File: src/rtl/adc_pkg.sv
package adc_pkg;

	// ============================================================
	// Converter commands
	// ============================================================
	// Bit 0 is the pointer value, bit 2 marks a read
	typedef enum logic [2:0] {
		SET_CONV_RP   = 3'd0,   // Pointer -> conversion reg
		SET_CFG_RP    = 3'd1,   // Pointer -> config reg
		SET_CFG_DATA  = 3'd3,   // Pointer 1 plus two data bytes
		GET_CONV_DATA = 3'd4,   // Two-byte read
		GET_CFG_DATA  = 3'd5    // Two-byte read
	} adc_cmd_t;

	typedef logic [15:0] i2c_word_t;     // MSB byte first on the bus
	typedef logic [11:0] adc_sample_t;   // Left-justified in the word

	// ============================================================
	// I2C timing
	// ============================================================
	localparam int I2C_DIV   = 40;   // Clocks per bit and a multiple of 4
	localparam int I2C_DIV_W = $clog2(I2C_DIV);

	typedef logic [I2C_DIV_W-1:0] i2c_div_t;
	typedef logic [5:0]           i2c_bit_t;

	localparam i2c_div_t DIV_LAST = i2c_div_t'(I2C_DIV - 1);
	localparam i2c_div_t DIV_Q1   = i2c_div_t'(I2C_DIV / 4);      // SCL rises
	localparam i2c_div_t DIV_HALF = i2c_div_t'(I2C_DIV / 2);      // Sample point
	localparam i2c_div_t DIV_Q3   = i2c_div_t'(3 * I2C_DIV / 4);  // SCL falls

	// Bit periods per transaction, start and stop included
	localparam i2c_bit_t BITS_PTR_WR  = 6'd20;
	localparam i2c_bit_t BITS_CFG_WR  = 6'd38;
	localparam i2c_bit_t BITS_RD      = 6'd29;
	localparam i2c_bit_t ACK_ADDR_BIT = 6'd9;   // Ack slot after address

	localparam logic [6:0] I2C_ADDR = 7'h48;

endpackage

File: src/rtl/i2c_cmd_if.sv
`timescale 1ns/1ns

interface i2c_cmd_if
	import adc_pkg::*;
();

	adc_cmd_t  cmd;
	i2c_word_t wdata;
	i2c_word_t rdata;   // Valid with done
	logic      start;   // One cycle, engine idle only
	logic      done;    // End cycle of a transaction
	logic      error;   // Held until next start

	modport ctrl (
		output cmd,
		output wdata,
		output start,
		input  rdata,
		input  done,
		input  error
	);

	modport engine (
		input  cmd,
		input  wdata,
		input  start,
		output rdata,
		output done,
		output error
	);

endinterface

File: src/rtl/adc_sequencer.sv
`timescale 1ns/1ns

module adc_sequencer
	import adc_pkg::*;
(
	input  logic        clk,
	input  logic        rst_n,
	input  logic        i_enable,
	input  i2c_word_t   i_cfg,
	i2c_cmd_if.ctrl     bus,
	output adc_sample_t o_sample,
	output logic        o_sample_valid,
	output logic        o_error,
	output logic        o_busy
);

	typedef enum logic [1:0] {
		S_IDLE,
		S_CFG,    // Config write
		S_PTR,    // Pointer to conversion reg
		S_READ    // Back-to-back conversion reads
	} seq_state_t;

	seq_state_t state;
	logic       enable_q;
	logic       enable_rise;
	logic       clean_done;
	logic       fail_done;

	assign enable_rise = i_enable && !enable_q;
	assign clean_done  = bus.done && !bus.error;
	assign fail_done   = bus.done && bus.error;
	assign o_busy      = (state != S_IDLE);

	always_ff @(posedge clk or negedge rst_n) begin
		if (!rst_n)
			enable_q <= 1'b0;
		else
			enable_q <= i_enable;
	end

	// ============================================================
	// Sequence FSM
	// ============================================================
	always_ff @(posedge clk or negedge rst_n) begin
		if (!rst_n) begin
			state     <= S_IDLE;
			bus.start <= 1'b0;
			bus.cmd   <= SET_CONV_RP;
			o_error   <= 1'b0;
		end else begin
			bus.start <= 1'b0;   // Strobe
			case (state)
				S_IDLE: begin
					if (enable_rise) begin
						state     <= S_CFG;
						bus.start <= 1'b1;
						bus.cmd   <= SET_CFG_DATA;
						o_error   <= 1'b0;
					end
				end
				S_CFG: begin
					if (clean_done) begin
						state     <= S_PTR;
						bus.start <= 1'b1;
						bus.cmd   <= SET_CONV_RP;
					end
				end
				S_PTR, S_READ: begin
					if (clean_done) begin
						if (i_enable) begin
							state     <= S_READ;
							bus.start <= 1'b1;
							bus.cmd   <= GET_CONV_DATA;
						end else begin
							state <= S_IDLE;   // Enable dropped
						end
					end
				end
				default: state <= S_IDLE;
			endcase
			if (fail_done) begin
				state   <= S_IDLE;
				o_error <= 1'b1;
			end
		end
	end

	// Config word held for the whole write
	always_ff @(posedge clk) begin
		if (state == S_IDLE && enable_rise)
			bus.wdata <= i_cfg;
	end

	// ============================================================
	// Sample output
	// ============================================================
	always_ff @(posedge clk or negedge rst_n) begin
		if (!rst_n)
			o_sample_valid <= 1'b0;
		else
			o_sample_valid <= (state == S_READ) && clean_done;
	end

	always_ff @(posedge clk) begin
		if (state == S_READ && clean_done)
			o_sample <= bus.rdata[15:4];   // Result is left-justified
	end

endmodule

File: src/flat_wrapper.sv
// flat-port wrapper written by rule: the top's interface ports become plain ports
module adc_sequencer_flat import adc_pkg::*;
  (clk, rst_n, i_enable, i_cfg, o_sample, o_sample_valid, o_error, o_busy, bus_cmd, bus_wdata, bus_start, bus_rdata, bus_done, bus_error);
  i2c_cmd_if bus_i ();
  input  logic clk;
  input  logic rst_n;
  input  logic i_enable;
  input  i2c_word_t i_cfg;
  output adc_sample_t o_sample;
  output logic o_sample_valid;
  output logic o_error;
  output logic o_busy;
  output wire logic [$bits(bus_i.cmd)-1:0] bus_cmd;
  output wire logic [$bits(bus_i.wdata)-1:0] bus_wdata;
  output wire logic [$bits(bus_i.start)-1:0] bus_start;
  input wire logic [$bits(bus_i.rdata)-1:0] bus_rdata;
  input wire logic [$bits(bus_i.done)-1:0] bus_done;
  input wire logic [$bits(bus_i.error)-1:0] bus_error;
  assign bus_cmd = bus_i.cmd;
  assign bus_wdata = bus_i.wdata;
  assign bus_start = bus_i.start;
  assign bus_i.rdata = bus_rdata;
  assign bus_i.done = bus_done;
  assign bus_i.error = bus_error;
  adc_sequencer u_core (.clk(clk), .rst_n(rst_n), .i_enable(i_enable), .i_cfg(i_cfg), .bus(bus_i), .o_sample(o_sample), .o_sample_valid(o_sample_valid), .o_error(o_error), .o_busy(o_busy));
endmodule
File: config.mk
export PLATFORM = sky130hd
export DESIGN_NAME = adc_sequencer_flat
export DESIGN_NICKNAME = d
export VERILOG_FILES = /design/src/rtl/adc_pkg.sv /design/src/rtl/i2c_cmd_if.sv /design/src/rtl/adc_sequencer.sv /design/src/flat_wrapper.sv
export SDC_FILE = /design/constraint.sdc
export NUM_CORES = 1
export LEC_CHECK = 0
export ABC_AREA = 1
export BUFFER_PORTS_ARGS = -buffer_cell sky130_fd_sc_hd__buf_2
export CELL_PAD_IN_SITES_DETAIL_PLACEMENT = 0
export CELL_PAD_IN_SITES_GLOBAL_PLACEMENT = 1
export CORE_MARGIN = 2
export CORE_UTILIZATION = 30
export CTS_BUF_LIST = sky130_fd_sc_hd__clkbuf_8
export CTS_CLUSTER_DIAMETER = 150
export DETAILED_ROUTE_END_ITERATION = 6
export PLACE_DENSITY = 0.86
export SYNTH_ARGS = -nofsm -noshare
export SYNTH_HDL_FRONTEND = slang
export SYNTH_SLANG_ARGS = --single-unit
File: constraint.sdc
create_clock -name clk -period 2.3 [get_ports clk]
set_clock_uncertainty 0.15 [all_clocks]
set_input_delay 0.46 -clock clk [delete_from_list [all_inputs] [get_ports clk]]
set_output_delay 0.46 -clock clk [all_outputs]
set_load 0.005 [all_outputs]
**After elaboration in Yosys (flattened, before gate mapping)**

Cells that the tools add are included.

- Flip-flop bits (word level): 37
- Word-level logic and storage cells: 52
- Output and inout bits: 35
- Input bits: 37

- Equal/unequal tests: 10
- Reductions and logical operators: 15
- Muxes and demuxes: 19

Operator list:

| kind | number |
|---|---|
| 3-bit two-way mux | 4 |
| 2-bit two-way mux | 5 |
| 3-bit by 1-bit != test with 1-bit output (second input constant) | 3 |
| 3-bit case mux with 3 select lines | 1 |
| 1-bit two-way mux | 7 |
| 2-bit by 1-bit != test with 1-bit output (second input constant) | 3 |
| 2-bit case mux with 3 select lines | 1 |
| 2-bit nonzero test | 3 |
| 1-bit logical AND | 5 |
| 2-bit == test (second input constant) | 2 |
| 4-bit AND reduction | 1 |
| 1-bit case mux with 3 select lines | 1 |
| 3-bit AND reduction | 1 |
| 2-bit by 1-bit == test with 1-bit output (second input constant) | 1 |
| 1-bit logical NOT | 2 |
| 2-bit logical NOT | 1 |
| 2-bit != test (second input constant) | 1 |
| 2-bit AND reduction | 1 |
| 2-bit OR reduction | 1 |

**Longest topological paths before layout**

Gate-level depths: netlist of run 1.

- Depth in word-level cells: 5
- Gate-level depth with buffers: 6
- Gate-level depth less buffers: 6

**Worst setup path before layout of run 1**

No wires, ideal clock.

- Path kind: input -> register
- From: in bus_error
- To: reg u_core.o_sample[0], enable pin
- Required time: 1735 ps
- Arrival: 1817 ps
- Slack: -82 ps
- Library setup time: 415 ps
- Stages: 1
- Path buffers: 0
- Cell sequence: nor4_1

- Longest elaborated chain between the ends: 3

RTL lines:

| item | line | RTL |
|---|---|---|
| start: declaration | flat_wrapper.sv:18 | `input wire logic [$bits(bus_i.error)-1:0] bus_error;` |
| 1-bit logical NOT | adc_sequencer.sv:31 | `assign clean_done = bus.done && !bus.error;` |
| 1-bit logical AND | adc_sequencer.sv:31 |  |
| 1-bit logical AND | adc_sequencer.sv:106 | `if (state == S_READ && clean_done)` |
| end signal: assignment | adc_sequencer.sv:107 | `o_sample <= bus.rdata[15:4];` |
| end: declaration | adc_sequencer.sv:11 | `output adc_sample_t o_sample,` |

No other way between the ends.
A chain may end at the register's enable or synchronous reset.

**Worst setup path after layout of run 1**

- From: reg u_core.state[1]
- To: reg u_core.bus.wdata[10], enable pin

- Longest elaborated chain between the ends: 2

RTL lines:

| item | line | RTL |
|---|---|---|
| start: declaration | adc_sequencer.sv:24 | `seq_state_t state;` |
| start signal: assignment | adc_sequencer.sv:47 | `state <= S_IDLE;` |
| start signal: assignment | adc_sequencer.sv:56 | `state <= S_CFG;` |
| start signal: assignment | adc_sequencer.sv:64 | `state <= S_PTR;` |
| 2-bit logical NOT | adc_sequencer.sv:91 | `if (state == S_IDLE && enable_rise)` |
| 1-bit logical AND | adc_sequencer.sv:91 |  |
| end signal: assignment | adc_sequencer.sv:92 | `bus.wdata <= i_cfg;` |
| end: declaration | i2c_cmd_if.sv:16 | `output wdata,` |

No other way between the ends.

==> results.yml, run 1 <==
critical_path:
  r2r-start: "u_core.state[1]"
  cp-start-kind: "flop"
  timing.setup.critical_path_class: "reg2reg"
  crit_arrival_ns: 1.50
  rr_worst_depth: 3
  critical_path_required_time_ns: 2.07
  slack_of_the_worst_reg_to_reg_path_ns: 0.56
  timing.critical_path.fanout_max: 16
  endpoint_kind: "flop"
  worstReg2RegEnd: "u_core.bus.wdata[10]"
power:
  combinationalPowerShare_pct: 15.3
  sequentialPowerShare_pct: 51.8
  power_report.internal_total_mw: 1.21
  pwr-share-clk_pct: 32.8
  total_power_mw: 1.59
  peakVddDrop_uv: 245
  cellLeakagePower_nw: 0.803
  net-switching-power_uw: 377
  pwr_density_cell_mw_per_mm2: 923
  fraction_of_power_spent_switching_nets_pct: 23.8
logic_synthesis:
  synthCells: 70
  post-synth-top-area-fraction_pct: 70.1
  avgSynthCellArea_um2: 17.1
  yosys.cell_types.count: 12
  synth-seq-area-share_pct: 86.8
  post_synth_instance_area_mm2: 0.00120
  synth-warning-count: 0
  synthesis.nets: 107
  ys_seq_elements: 36
  post_synth_top_area_cell: "sky130_fd_sc_hd__edfxtp_1"
  synth.top_cells.by_area: "sky130_fd_sc_hd__edfxtp_1 70%, sky130_fd_sc_hd__dfrtp_1 17%, sky130_fd_sc_hd__nand2_1 4.1%, sky130_fd_sc_hd__inv_1 2.2%, sky130_fd_sc_hd__nand3_1 1.7%"
route:
  wirelength_um: 2530
  vias_per_cell: 4.18
  drc: 0
  post_drt_wl_per_cell_um: 13.0
  drt_first_pass_iters: 4
  antenna_violating_nets_post_route: 0
  vias: 811
  initialDrtViolationCount: 60
final_layout:
  layout.nets: 182
  syn2layout_area_growth_pct: 43.3
  insertedDiodeCount: 0
  finish.instance_area_mm2: 0.00172
  drive_gt1_share_pct: 54.8
  postLayoutCoreUtil_pct: 45.9
  final-instance-count-excl-fill: 194
hold_path:
  hold_depth: 1
  worstHoldPathType: "in2reg"
  timing.hold.worst.start: "i_enable"
  holdPathEnd: "u_core.enable_q"
timing:
  finalWorstSetupSlack_ns: 0.564
  slew_violations: 0
  final.hold.worst_slack_ns: 0.196
  grt_setup_unrepaired: "no"
  period_minus_ws_final_ns: 1.74
  maxClockFrequency_ghz: 0.576
  report.final.hold_viol_count: 0
  setup-violations-final: 0
  slew_headroom_pct: 63.2
  final_min_period_over_clock_period_pct: 75.5
  tns_setup_ns: 0
  tightest_slew_ns: 0.552
floorplanning:
  die_outline_area_mm2: 0.00452
  initial_core_util_pct: 32.0
  row_count: 22
  ios: 72
  floorplan.die.width_um: 67.2
  dieHeight_um: 67.2
  placeableCoreArea_mm2: 0.00374
placed_design:
  pre_cts_slack_ns: 0.536
  dp_cells: 185
  io_buffer_count: 67
  placedInstanceArea_mm2: 0.00160
  place_congestion: 0.680
clock_network:
  cts_buffers: 5
  cts.repair_timing.setup_buffer_count: 0
  clock_sink_count: 36
  cts-root-to-sink-buffers: 2
  clkLatencyLatePin_ns: 0.28
  tritoncts: "done"
  clock_tree.htree_level_count: 2
  clk_root_buffer_cell: "sky130_fd_sc_hd__clkbuf_8"
  path_clk_slew_ns: 0.07
run:
  cap_viol_max_count: 0
global_route:
  antenna_found_initial: 0
  grt_start_max_net_pins: 17
  total_routing_resource_utilization_after_global_routing_pct: 11.9
  vias_in_the_first_global_route: 780
  grt_pass1_wl_um: 3750
  grt_remaining_overflow: 0
outcome:
  outcome: "finished, final reports clean"
-- cell families after synthesis --
| family | after synthesis | share of synthesized area, % |
|---|---|---|
| AO/OA/AOI/OAI | 1 | 0.417 |
| buffers and inverters | 8 | 2.82 |
| flip-flops | 36 | 86.8 |
| AND/OR/NAND/NOR | 25 | 9.92 |
-- routing by layer --
metal	routed length, µm	global-route usage [%]
met5	0	0
met3	348	6.33
met4	27	4.59
met1	1010	13.4
met2	1140	19.1
-- power groups by stage --
stage	clock (mW)	sequential, mW	combinational (mW)
floorplan	0	0.841	0.119
global placement	0	0.833	0.237
detailed placement	0	0.837	0.247
CTS	0.540	0.823	0.249
global route	0.572	0.830	0.281
finish	0.521	0.822	0.243
-- final cells by class --
| class | count | area, µm² |
|---|---|---|
| clock inverters | 3 | 38.8 |
| repair buffers | 69 | 353 |
| fillers | 354 | 2030 |
| well taps | 48 | 60.1 |
| flip-flops and latches | 36 | 1040 |
| multi-input cells | 26 | 130 |
| inverters | 7 | 26.3 |
| clock buffers | 5 | 68.8 |
-- worst max-delay path, cell delays in order, from the launching register on --
cell and delay, ns:
sky130_fd_sc_hd__dfrtp_1 0.43, sky130_fd_sc_hd__nor2_2 0.17, sky130_fd_sc_hd__nand3_2 0.16, sky130_fd_sc_hd__inv_1 0.46
-- synthesized netlist by cell type, drive strengths merged --
cell type / n
dfrtp: 8
o21ai: 1
buf: 1
nor2: 4
nand2: 14
nor4: 1
nand3: 6
inv: 7
edfxtp: 28
-- timing repair --
action | 4_1_cts | 5_1_grt
hold buffers | 1 | 0
gates resized for setup | 0 | 0
hold endpoints to repair | 8 | 0
endpoints found under the setup margin | 0 | 0
-- worst max-delay path by stage --
stage                    startpoint                    to  slack, ns
floorplan           u_core.state[1]    u_core.o_sample[0]       0.43
global placement           i_enable  u_core.bus.wdata[12]       0.61
detailed placement  u_core.state[1]  u_core.bus.wdata[15]       0.54
CTS                 u_core.state[1]  u_core.bus.wdata[10]       0.53
global route        u_core.state[1]   u_core.bus.wdata[0]       0.43
finish              u_core.state[1]  u_core.bus.wdata[10]       0.56
-- registers in the layout, summed over array words and instances, names as in the netlist --
signal,cells
u_core.o_sample_valid,1
u_core.o_error,1
u_core.bus.start,1
u_core.enable_q,1
u_core.bus.cmd,2
u_core.o_sample,12
u_core.bus.wdata,16
u_core.state,2
-- layout by cell type, fill, tap and decap left out, drive strengths merged --
cell type	instances
bufinv	1
nor2	4
nor4	1
clkbuf	5
dlygate4sd3	1
o21ai	1
buf	68
clkinv	1
nand3	6
edfxtp	28
inv	8
dfrtp	8
nand2	14
Note: power is estimated with default switching activity, not from simulation.
==> run 2: changes to the inputs <==
--- a/config.mk
+++ b/config.mk
@@ -5,16 +5,16 @@
 export SDC_FILE = /design/constraint.sdc
 export NUM_CORES = 1
 export LEC_CHECK = 0
-export ABC_AREA = 1
+export ABC_AREA = 0
 export BUFFER_PORTS_ARGS = -buffer_cell sky130_fd_sc_hd__buf_2
 export CELL_PAD_IN_SITES_DETAIL_PLACEMENT = 0
 export CELL_PAD_IN_SITES_GLOBAL_PLACEMENT = 1
 export CORE_MARGIN = 2
-export CORE_UTILIZATION = 30
+export CORE_UTILIZATION = 34
 export CTS_BUF_LIST = sky130_fd_sc_hd__clkbuf_8
 export CTS_CLUSTER_DIAMETER = 150
 export DETAILED_ROUTE_END_ITERATION = 6
-export PLACE_DENSITY = 0.86
+export PLACE_DENSITY = 0.91
 export SYNTH_ARGS = -nofsm -noshare
 export SYNTH_HDL_FRONTEND = slang
 export SYNTH_SLANG_ARGS = --single-unit
==> constraint.sdc (replaced) <==
create_clock -name clk -period 1.7 [get_ports clk]
set_clock_uncertainty 0.15 [all_clocks]
set_input_delay 0.34 -clock clk [delete_from_list [all_inputs] [get_ports clk]]
set_output_delay 0.34 -clock clk [all_outputs]
set_load 0.005 [all_outputs]
==> run 2 against run 1 <==
  * Routed wire length decreased by 8.1%
  * Synthesized area unchanged
  * Combinational power decreased by 23%
  * Sequential share of layout area increased by 0.40 points
  * Final cell count decreased by 3.6%
  * Largest power group unchanged
  * Flip-flop and latch count unchanged
  * Power increased by 11%
  * Synthesized cell count decreased by 8.6%
  * Core utilization increased by 4.9 points
  * Non-clock buffer count increased by 1
  * Critical path type is now reg2out
  * First-iteration DRC count decreased by 48%
==> results.yml, run 2 <==
outcome:
  outcome: "finished, final reports clean"
route:
  vias_per_cell: 4.33
  drt_first_pass_iters: 2
  drc: 0
  vias: 810
  initialDrtViolationCount: 31
  antenna_violating_nets_post_route: 0
  post_drt_wl_per_cell_um: 12.4
  wirelength_um: 2320
placed_design:
  dp_hpwl_um: 1850
  place_congestion: 0.723
  pre_cts_slack_ns: 0.222
  io_buffer_count: 67
timing:
  period_minus_ws_final_ns: 1.62
  grt_setup_unrepaired: "no"
  setup-violations-final: 0
  maxClockFrequency_ghz: 0.616
  finalWorstSetupSlack_ns: 0.0770
  tightest_slew_ns: 0.212
  final_min_period_over_clock_period_pct: 95.5
  slew_violations: 0
  report.final.hold_viol_count: 0
  slew_headroom_pct: 85.8
  tns_setup_ns: 0
critical_path:
  critical_path_required_time_ns: 1.21
  worst_setup_sp: "u_core.state[1]"
  endpoint_kind: "output pin"
  rr_worst_depth: 3
  cp-start-kind: "flop"
  crit_arrival_ns: 1.13
  timing.setup.critical_path_class: "reg2out"
  timing.critical_path.fanout_max: 7
  r2r-start: "u_core.state[1]"
global_route:
  vias_in_the_first_global_route: 788
  grt_pass1_wl_um: 3460
  total_routing_resource_utilization_after_global_routing_pct: 11.5
  grt_start_max_net_pins: 17
  grt_remaining_overflow: 0
  antenna_found_initial: 0
final_layout:
  insertedDiodeCount: 0
  most-common-layout-cells: "67 x sky130_fd_sc_hd__buf_2, 28 x sky130_fd_sc_hd__edfxtp_1, 8 x sky130_fd_sc_hd__dfrtp_1"
  nFillCells: 314
  syn2layout_area_growth_pct: 42.4
  registers.top_by_ff_count: "u_core.bus.wdata"
  layout_commonest_cell: "sky130_fd_sc_hd__buf_2"
  drive_gt1_share_pct: 55.3
  reg.largest.list: "u_core.bus.wdata: 16 flops, u_core.o_sample: 12 flops"
  largest_register_ffs: 16
  layout.nets: 177
clock_network:
  path_clk_slew_ns: 0.07
  cts.repair_timing.setup_buffer_count: 0
  clock_tree.htree_level_count: 2
  tritoncts: "done"
  cts_resized: 0
  clk_root_buffer_cell: "sky130_fd_sc_hd__clkbuf_8"
  cts_buffers: 5
  clock_sink_count: 36
  cts-root-to-sink-buffers: 2
  cts_hold_buffers: 1
  clkLatencyLatePin_ns: 0.27
power:
  fraction_of_power_spent_switching_nets_pct: 21.4
  cellLeakagePower_nw: 0.737
  combinationalPowerShare_pct: 10.6
  total_power_mw: 1.77
  pwr_density_cell_mw_per_mm2: 1040
  peakVddDrop_uv: 355
  sequentialPowerShare_pct: 59.0
  net-switching-power_uw: 378
  power_report.internal_total_mw: 1.39
  pwr-share-clk_pct: 30.3
floorplanning:
  ios: 72
  dieHeight_um: 63.4
  die_outline_area_mm2: 0.00402
  initial_core_util_pct: 35.6
  placeableCoreArea_mm2: 0.00336
  floorplan.die.width_um: 63.4
  row_count: 21
logic_synthesis:
  yosys.cell_types.count: 18
  avgSynthCellArea_um2: 18.7
  synth-edff-count: 28
  ys_async_sr_fraction_pct: 22.2
  post_synth_most_frequent_cells: "28 x sky130_fd_sc_hd__edfxtp_1, 8 x sky130_fd_sc_hd__dfrtp_1, 4 x sky130_fd_sc_hd__nand3_1"
  synth-warning-count: 0
  synth_most_common_cell: "sky130_fd_sc_hd__edfxtp_1"
  post_synth_top_area_cell: "sky130_fd_sc_hd__edfxtp_1"
  ys_seq_elements: 36
  post_synth_instance_area_mm2: 0.00120
  synthCells: 64
  synth-seq-area-share_pct: 86.8
  postSynth.topFlopCell: "sky130_fd_sc_hd__edfxtp_1"
  synthesis.nets: 101
  synth.top_cells.by_area: "sky130_fd_sc_hd__edfxtp_1 70%, sky130_fd_sc_hd__dfrtp_1 17%, sky130_fd_sc_hd__nand3_1 1.7%, sky130_fd_sc_hd__nand2b_1 1.6%, sky130_fd_sc_hd__o21ai_1 1.3%"
  post-synth-top-area-fraction_pct: 70.1
hold_path:
  hold_depth: 1
  worstHoldPathType: "in2reg"
  timing.hold.worst.start: "bus_rdata[15]"
run:
  cap_viol_max_count: 0
run 2: cell count changes after synthesis, sizes merged, moves of 2 or more:
| cell | change |
|---|---|
| nand3 | -2 |
| nand2b | +3 |
| inv | -6 |
| nor2b | +2 |
| o21ai | +3 |
| nand2 | -11 |
run 2: critical path, cell delays in order, from the launching register on:
cell	delay (ns)
sky130_fd_sc_hd__dfrtp_1	0.44
sky130_fd_sc_hd__or2_4	0.29
sky130_fd_sc_hd__buf_2	0.13
run 2: stage by stage:
| step | area, µm² | util [%] | hold WS, ns | instances |
|---|---|---|---|---|
| after global placement | 1610 | 48.0 | 0.0383 | 178 |
| after CTS | 1710 | 50.7 | 0.0856 | 187 |
| after floorplan | 1200 | - | -0.106 | 64 |
| after global routing | 1710 | 50.7 | 0.0774 | 187 |
| final | 1710 | 50.7 | 0.0951 | 187 |
| after detailed placement | 1610 | 48.0 | 0.0435 | 178 |
run 2: path summary, 6_finish.rpt:
| kind | slack [ns] | end |
|---|---|---|
| max | 0.08 | o_busy |
| max in group asynchronous | 0.95 | u_core.o_sample_valid |
| min in group asynchronous | 0.28 | u_core.enable_q |
| max reg2reg | 0.21 | u_core.bus.wdata[13] |
| min | 0.1 | u_core.o_sample[11] |
| min reg2reg | 0.33 | u_core.o_error |
run 2: logic make-up (layout without fill, tap and decap cells):
| family | count (synthesis) | count (layout) | share of synthesized area, % |
|---|---|---|---|
| DFF | 36 | 36 | 86.8 |
| buffers and inverters | 2 | 79 | 0.939 |
| AOI/OAI and AO/OA | 9 | 9 | 4.70 |
| and+or+nand+nor | 17 | 17 | 7.52 |
run 2: layer usage:
layer / part of all wire [%] / global-route usage, % / vias to the layer above
li1: - / - / 387
met2: 50 / 19.7 / 51
met5: 0 / 0 / -
met3: 11 / 5.54 / 4
met4: 1.4 / 5.71 / 0
met1: 38 / 11.5 / 368
run 2: layout make-up:
cell class / count / area [µm²] / area share (%)
Inverter: 1 / 3.75 / 0.220
Sequential cell: 36 / 1040 / 61.0
Tap cell: 46 / 57.6 / 3.37
Timing Repair Buffer: 70 / 373 / 21.8
Multi-Input combinational cell: 26 / 149 / 8.72
Clock inverter: 3 / 13.8 / 0.806
Clock buffer: 5 / 68.8 / 4.03
run 2: power groups by stage:
stage	sequential, mW	combinational, mW	clock, mW
global placement	1.06	0.186	0
finish	1.04	0.188	0.537
CTS	1.04	0.192	0.562
detailed placement	1.06	0.190	0
global route	1.05	0.210	0.610
floorplan	1.06	0.0713	0
==> run 3: changes to the inputs <==
--- a/config.mk
+++ b/config.mk
@@ -9,6 +9,7 @@
 export BUFFER_PORTS_ARGS = -buffer_cell sky130_fd_sc_hd__buf_2
 export CELL_PAD_IN_SITES_DETAIL_PLACEMENT = 0
 export CELL_PAD_IN_SITES_GLOBAL_PLACEMENT = 1
+export CORE_ASPECT_RATIO = 1.75
 export CORE_MARGIN = 2
 export CORE_UTILIZATION = 34
 export CTS_BUF_LIST = sky130_fd_sc_hd__clkbuf_8
==> run 3 against run 2 <==
  * Final cell count decreased by 0.53%
  * First-iteration DRC count decreased by 3.2%
  * Clock power increased by 6.3%
  * Maximum frequency decreased by 1.9%
  * Critical path depth unchanged
  * Global-route usage increased by 0.69 points
  * Worst setup slack got worse by 0.031 ns
  * Design area increased by 0.22%
  * Worst hold slack got worse by 0.016 ns
  * Die area increased by 0.47%
  * Critical path type unchanged
  * Critical endpoint unchanged
==> results.yml, run 3 (synthesis gave the netlist of run 2 again) <==
floorplanning:
  initial_core_util_pct: 35.6
  floorplan.die.width_um: 48.9
  placeableCoreArea_mm2: 0.00336
  row_count: 28
  die_outline_area_mm2: 0.00404
  ios: 72
  dieHeight_um: 82.5
global_route:
  total_routing_resource_utilization_after_global_routing_pct: 12.2
  antenna_found_initial: 0
  grt_pass1_wl_um: 3500
  grt_start_max_net_pins: 17
  grt_remaining_overflow: 0
  vias_in_the_first_global_route: 751
final_layout:
  multi_input_area_um2: 149
  drive_gt1_share_pct: 56.0
  seq_area_mm2: 0.00104
  layout.nets: 177
  nFillCells: 296
  reg.largest.list: "u_core.bus.wdata: 16 flops, u_core.o_sample: 12 flops"
  most-common-layout-cells: "67 x sky130_fd_sc_hd__buf_2, 28 x sky130_fd_sc_hd__edfxtp_1, 8 x sky130_fd_sc_hd__dfrtp_1"
  insertedDiodeCount: 0
  syn2layout_area_growth_pct: 42.7
  registers.top_by_ff_count: "u_core.bus.wdata"
  layout_commonest_cell: "sky130_fd_sc_hd__buf_2"
  largest_register_ffs: 16
hold_path:
  worstHoldPathType: "in2reg"
  holdPathEnd: "u_core.bus.wdata[10]"
  hold_depth: 1
  timing.hold.worst.start: "i_cfg[10]"
clock_network:
  cts-root-to-sink-buffers: 2
  clock_sink_count: 36
  clkLatencyLatePin_ns: 0.28
  path_clk_slew_ns: 0.07
  clk_root_buffer_cell: "sky130_fd_sc_hd__clkbuf_8"
  tritoncts: "done"
  clock_tree.htree_level_count: 2
  cts_buffers: 5
timing:
  setup-violations-final: 0
  tns_setup_ns: 0
  grt_setup_unrepaired: "no"
  tightest_slew_ns: 0.228
  slew_violations: 0
  maxClockFrequency_ghz: 0.604
  final_min_period_over_clock_period_pct: 97.3
  final.hold.worst_slack_ns: 0.0791
  period_minus_ws_final_ns: 1.65
  slew_headroom_pct: 84.8
  report.final.hold_viol_count: 0
critical_path:
  timing.setup.critical_path_class: "reg2out"
  rr_worst_depth: 3
  crit_arrival_ns: 1.16
  timing.critical_path.fanout_max: 7
  endpoint_kind: "output pin"
  critical_path_required_time_ns: 1.21
  slack_of_the_worst_reg_to_reg_path_ns: 0.20
  worstReg2RegEnd: "u_core.bus.wdata[0]"
  cp-start-kind: "flop"
  r2r-start: "u_core.state[1]"
route:
  drt_first_pass_iters: 6
  drc: 0
  vias_per_cell: 4.40
  antenna_violating_nets_post_route: 0
  wirelength_um: 2370
  initialDrtViolationCount: 30
  post_drt_wl_per_cell_um: 12.7
  vias: 819
placed_design:
  io_buffer_count: 67
  place_congestion: 0.775
  dp_hpwl_um: 1860
outcome:
  outcome: "finished, final reports clean"
power:
  cellLeakagePower_nw: 0.739
  peakVddDrop_uv: 415
  pwr_density_cell_mw_per_mm2: 1050
run:
  cap_viol_max_count: 0
[run 3: changes by cell type in the layout (fill, tap and decap cells not counted)]
| cell | delta |
|---|---|
| sky130_fd_sc_hd__clkinv_1 | -1 |
| sky130_fd_sc_hd__clkinv_4 | +1 |
[run 3: per-stage QoR]
stage	cell area [µm²]	instances	power (mW)	worst slack [ns]	util [%]
after floorplan	1200	64	1.14	0.00804	-
after global placement	1610	177	1.24	0.234	48.0
after detailed placement	1610	177	1.25	0.207	48.0
after CTS	1710	186	1.84	0.0357	50.9
after global routing	1710	186	1.88	0.00174	50.9
final	1710	186	1.80	0.0456	50.9
[run 3: timing repair]
item,CTS,global route
hold endpoints to repair,8,0
hold buffers,1,0
setup buffers,0,0
resized for setup,0,0
[run 3: area by class of cell]
type | instances | area share, %
Sequential cell | 36 | 60.9
Multi-Input combinational cell | 26 | 8.71
Tap cell | 45 | 3.29
Clock buffer | 5 | 4.02
Inverter | 1 | 0.219
Timing Repair Buffer | 70 | 21.8
Clock inverter | 3 | 1.10
[run 3: worst max path at each step]
stage | startpoint | to | cells past startpoint
2_1_floorplan | u_core.state[1] | u_core.bus.wdata[0] | 2
3_3_place_gp | u_core.state[1] | u_core.bus.wdata[10] | 3
3_5_place_dp | u_core.state[1] | u_core.bus.wdata[13] | 3
4_1_cts | u_core.state[1] | o_busy | 2
5_1_grt | u_core.state[1] | o_busy | 2
6_report | u_core.state[1] | o_busy | 2
[run 3: report_power, final]
part	switching (mW)	internal [mW]	leakage (nW)
sequential	0.0353	1.01	0.354
combinational	0.0855	0.101	0.338
clock	0.286	0.285	0.0479
[run 3: per-layer routing]
layer | share of wire [%] | wire [µm] | vias up | global-route usage [%]
li1 | - | - | 389 | -
met1 | 37 | 878 | 367 | 12.7
met5 | 0 | 0 | - | 0
met3 | 11 | 255 | 2 | 5.04
met2 | 51 | 1210 | 61 | 19.6
met4 | 1.1 | 25 | 0 | 9.43
[run 3: critical path, cell delays in order (launching register included)]
cell,delay [ns]
sky130_fd_sc_hd__dfrtp_1,0.46
sky130_fd_sc_hd__or2_4,0.30
sky130_fd_sc_hd__buf_2,0.13
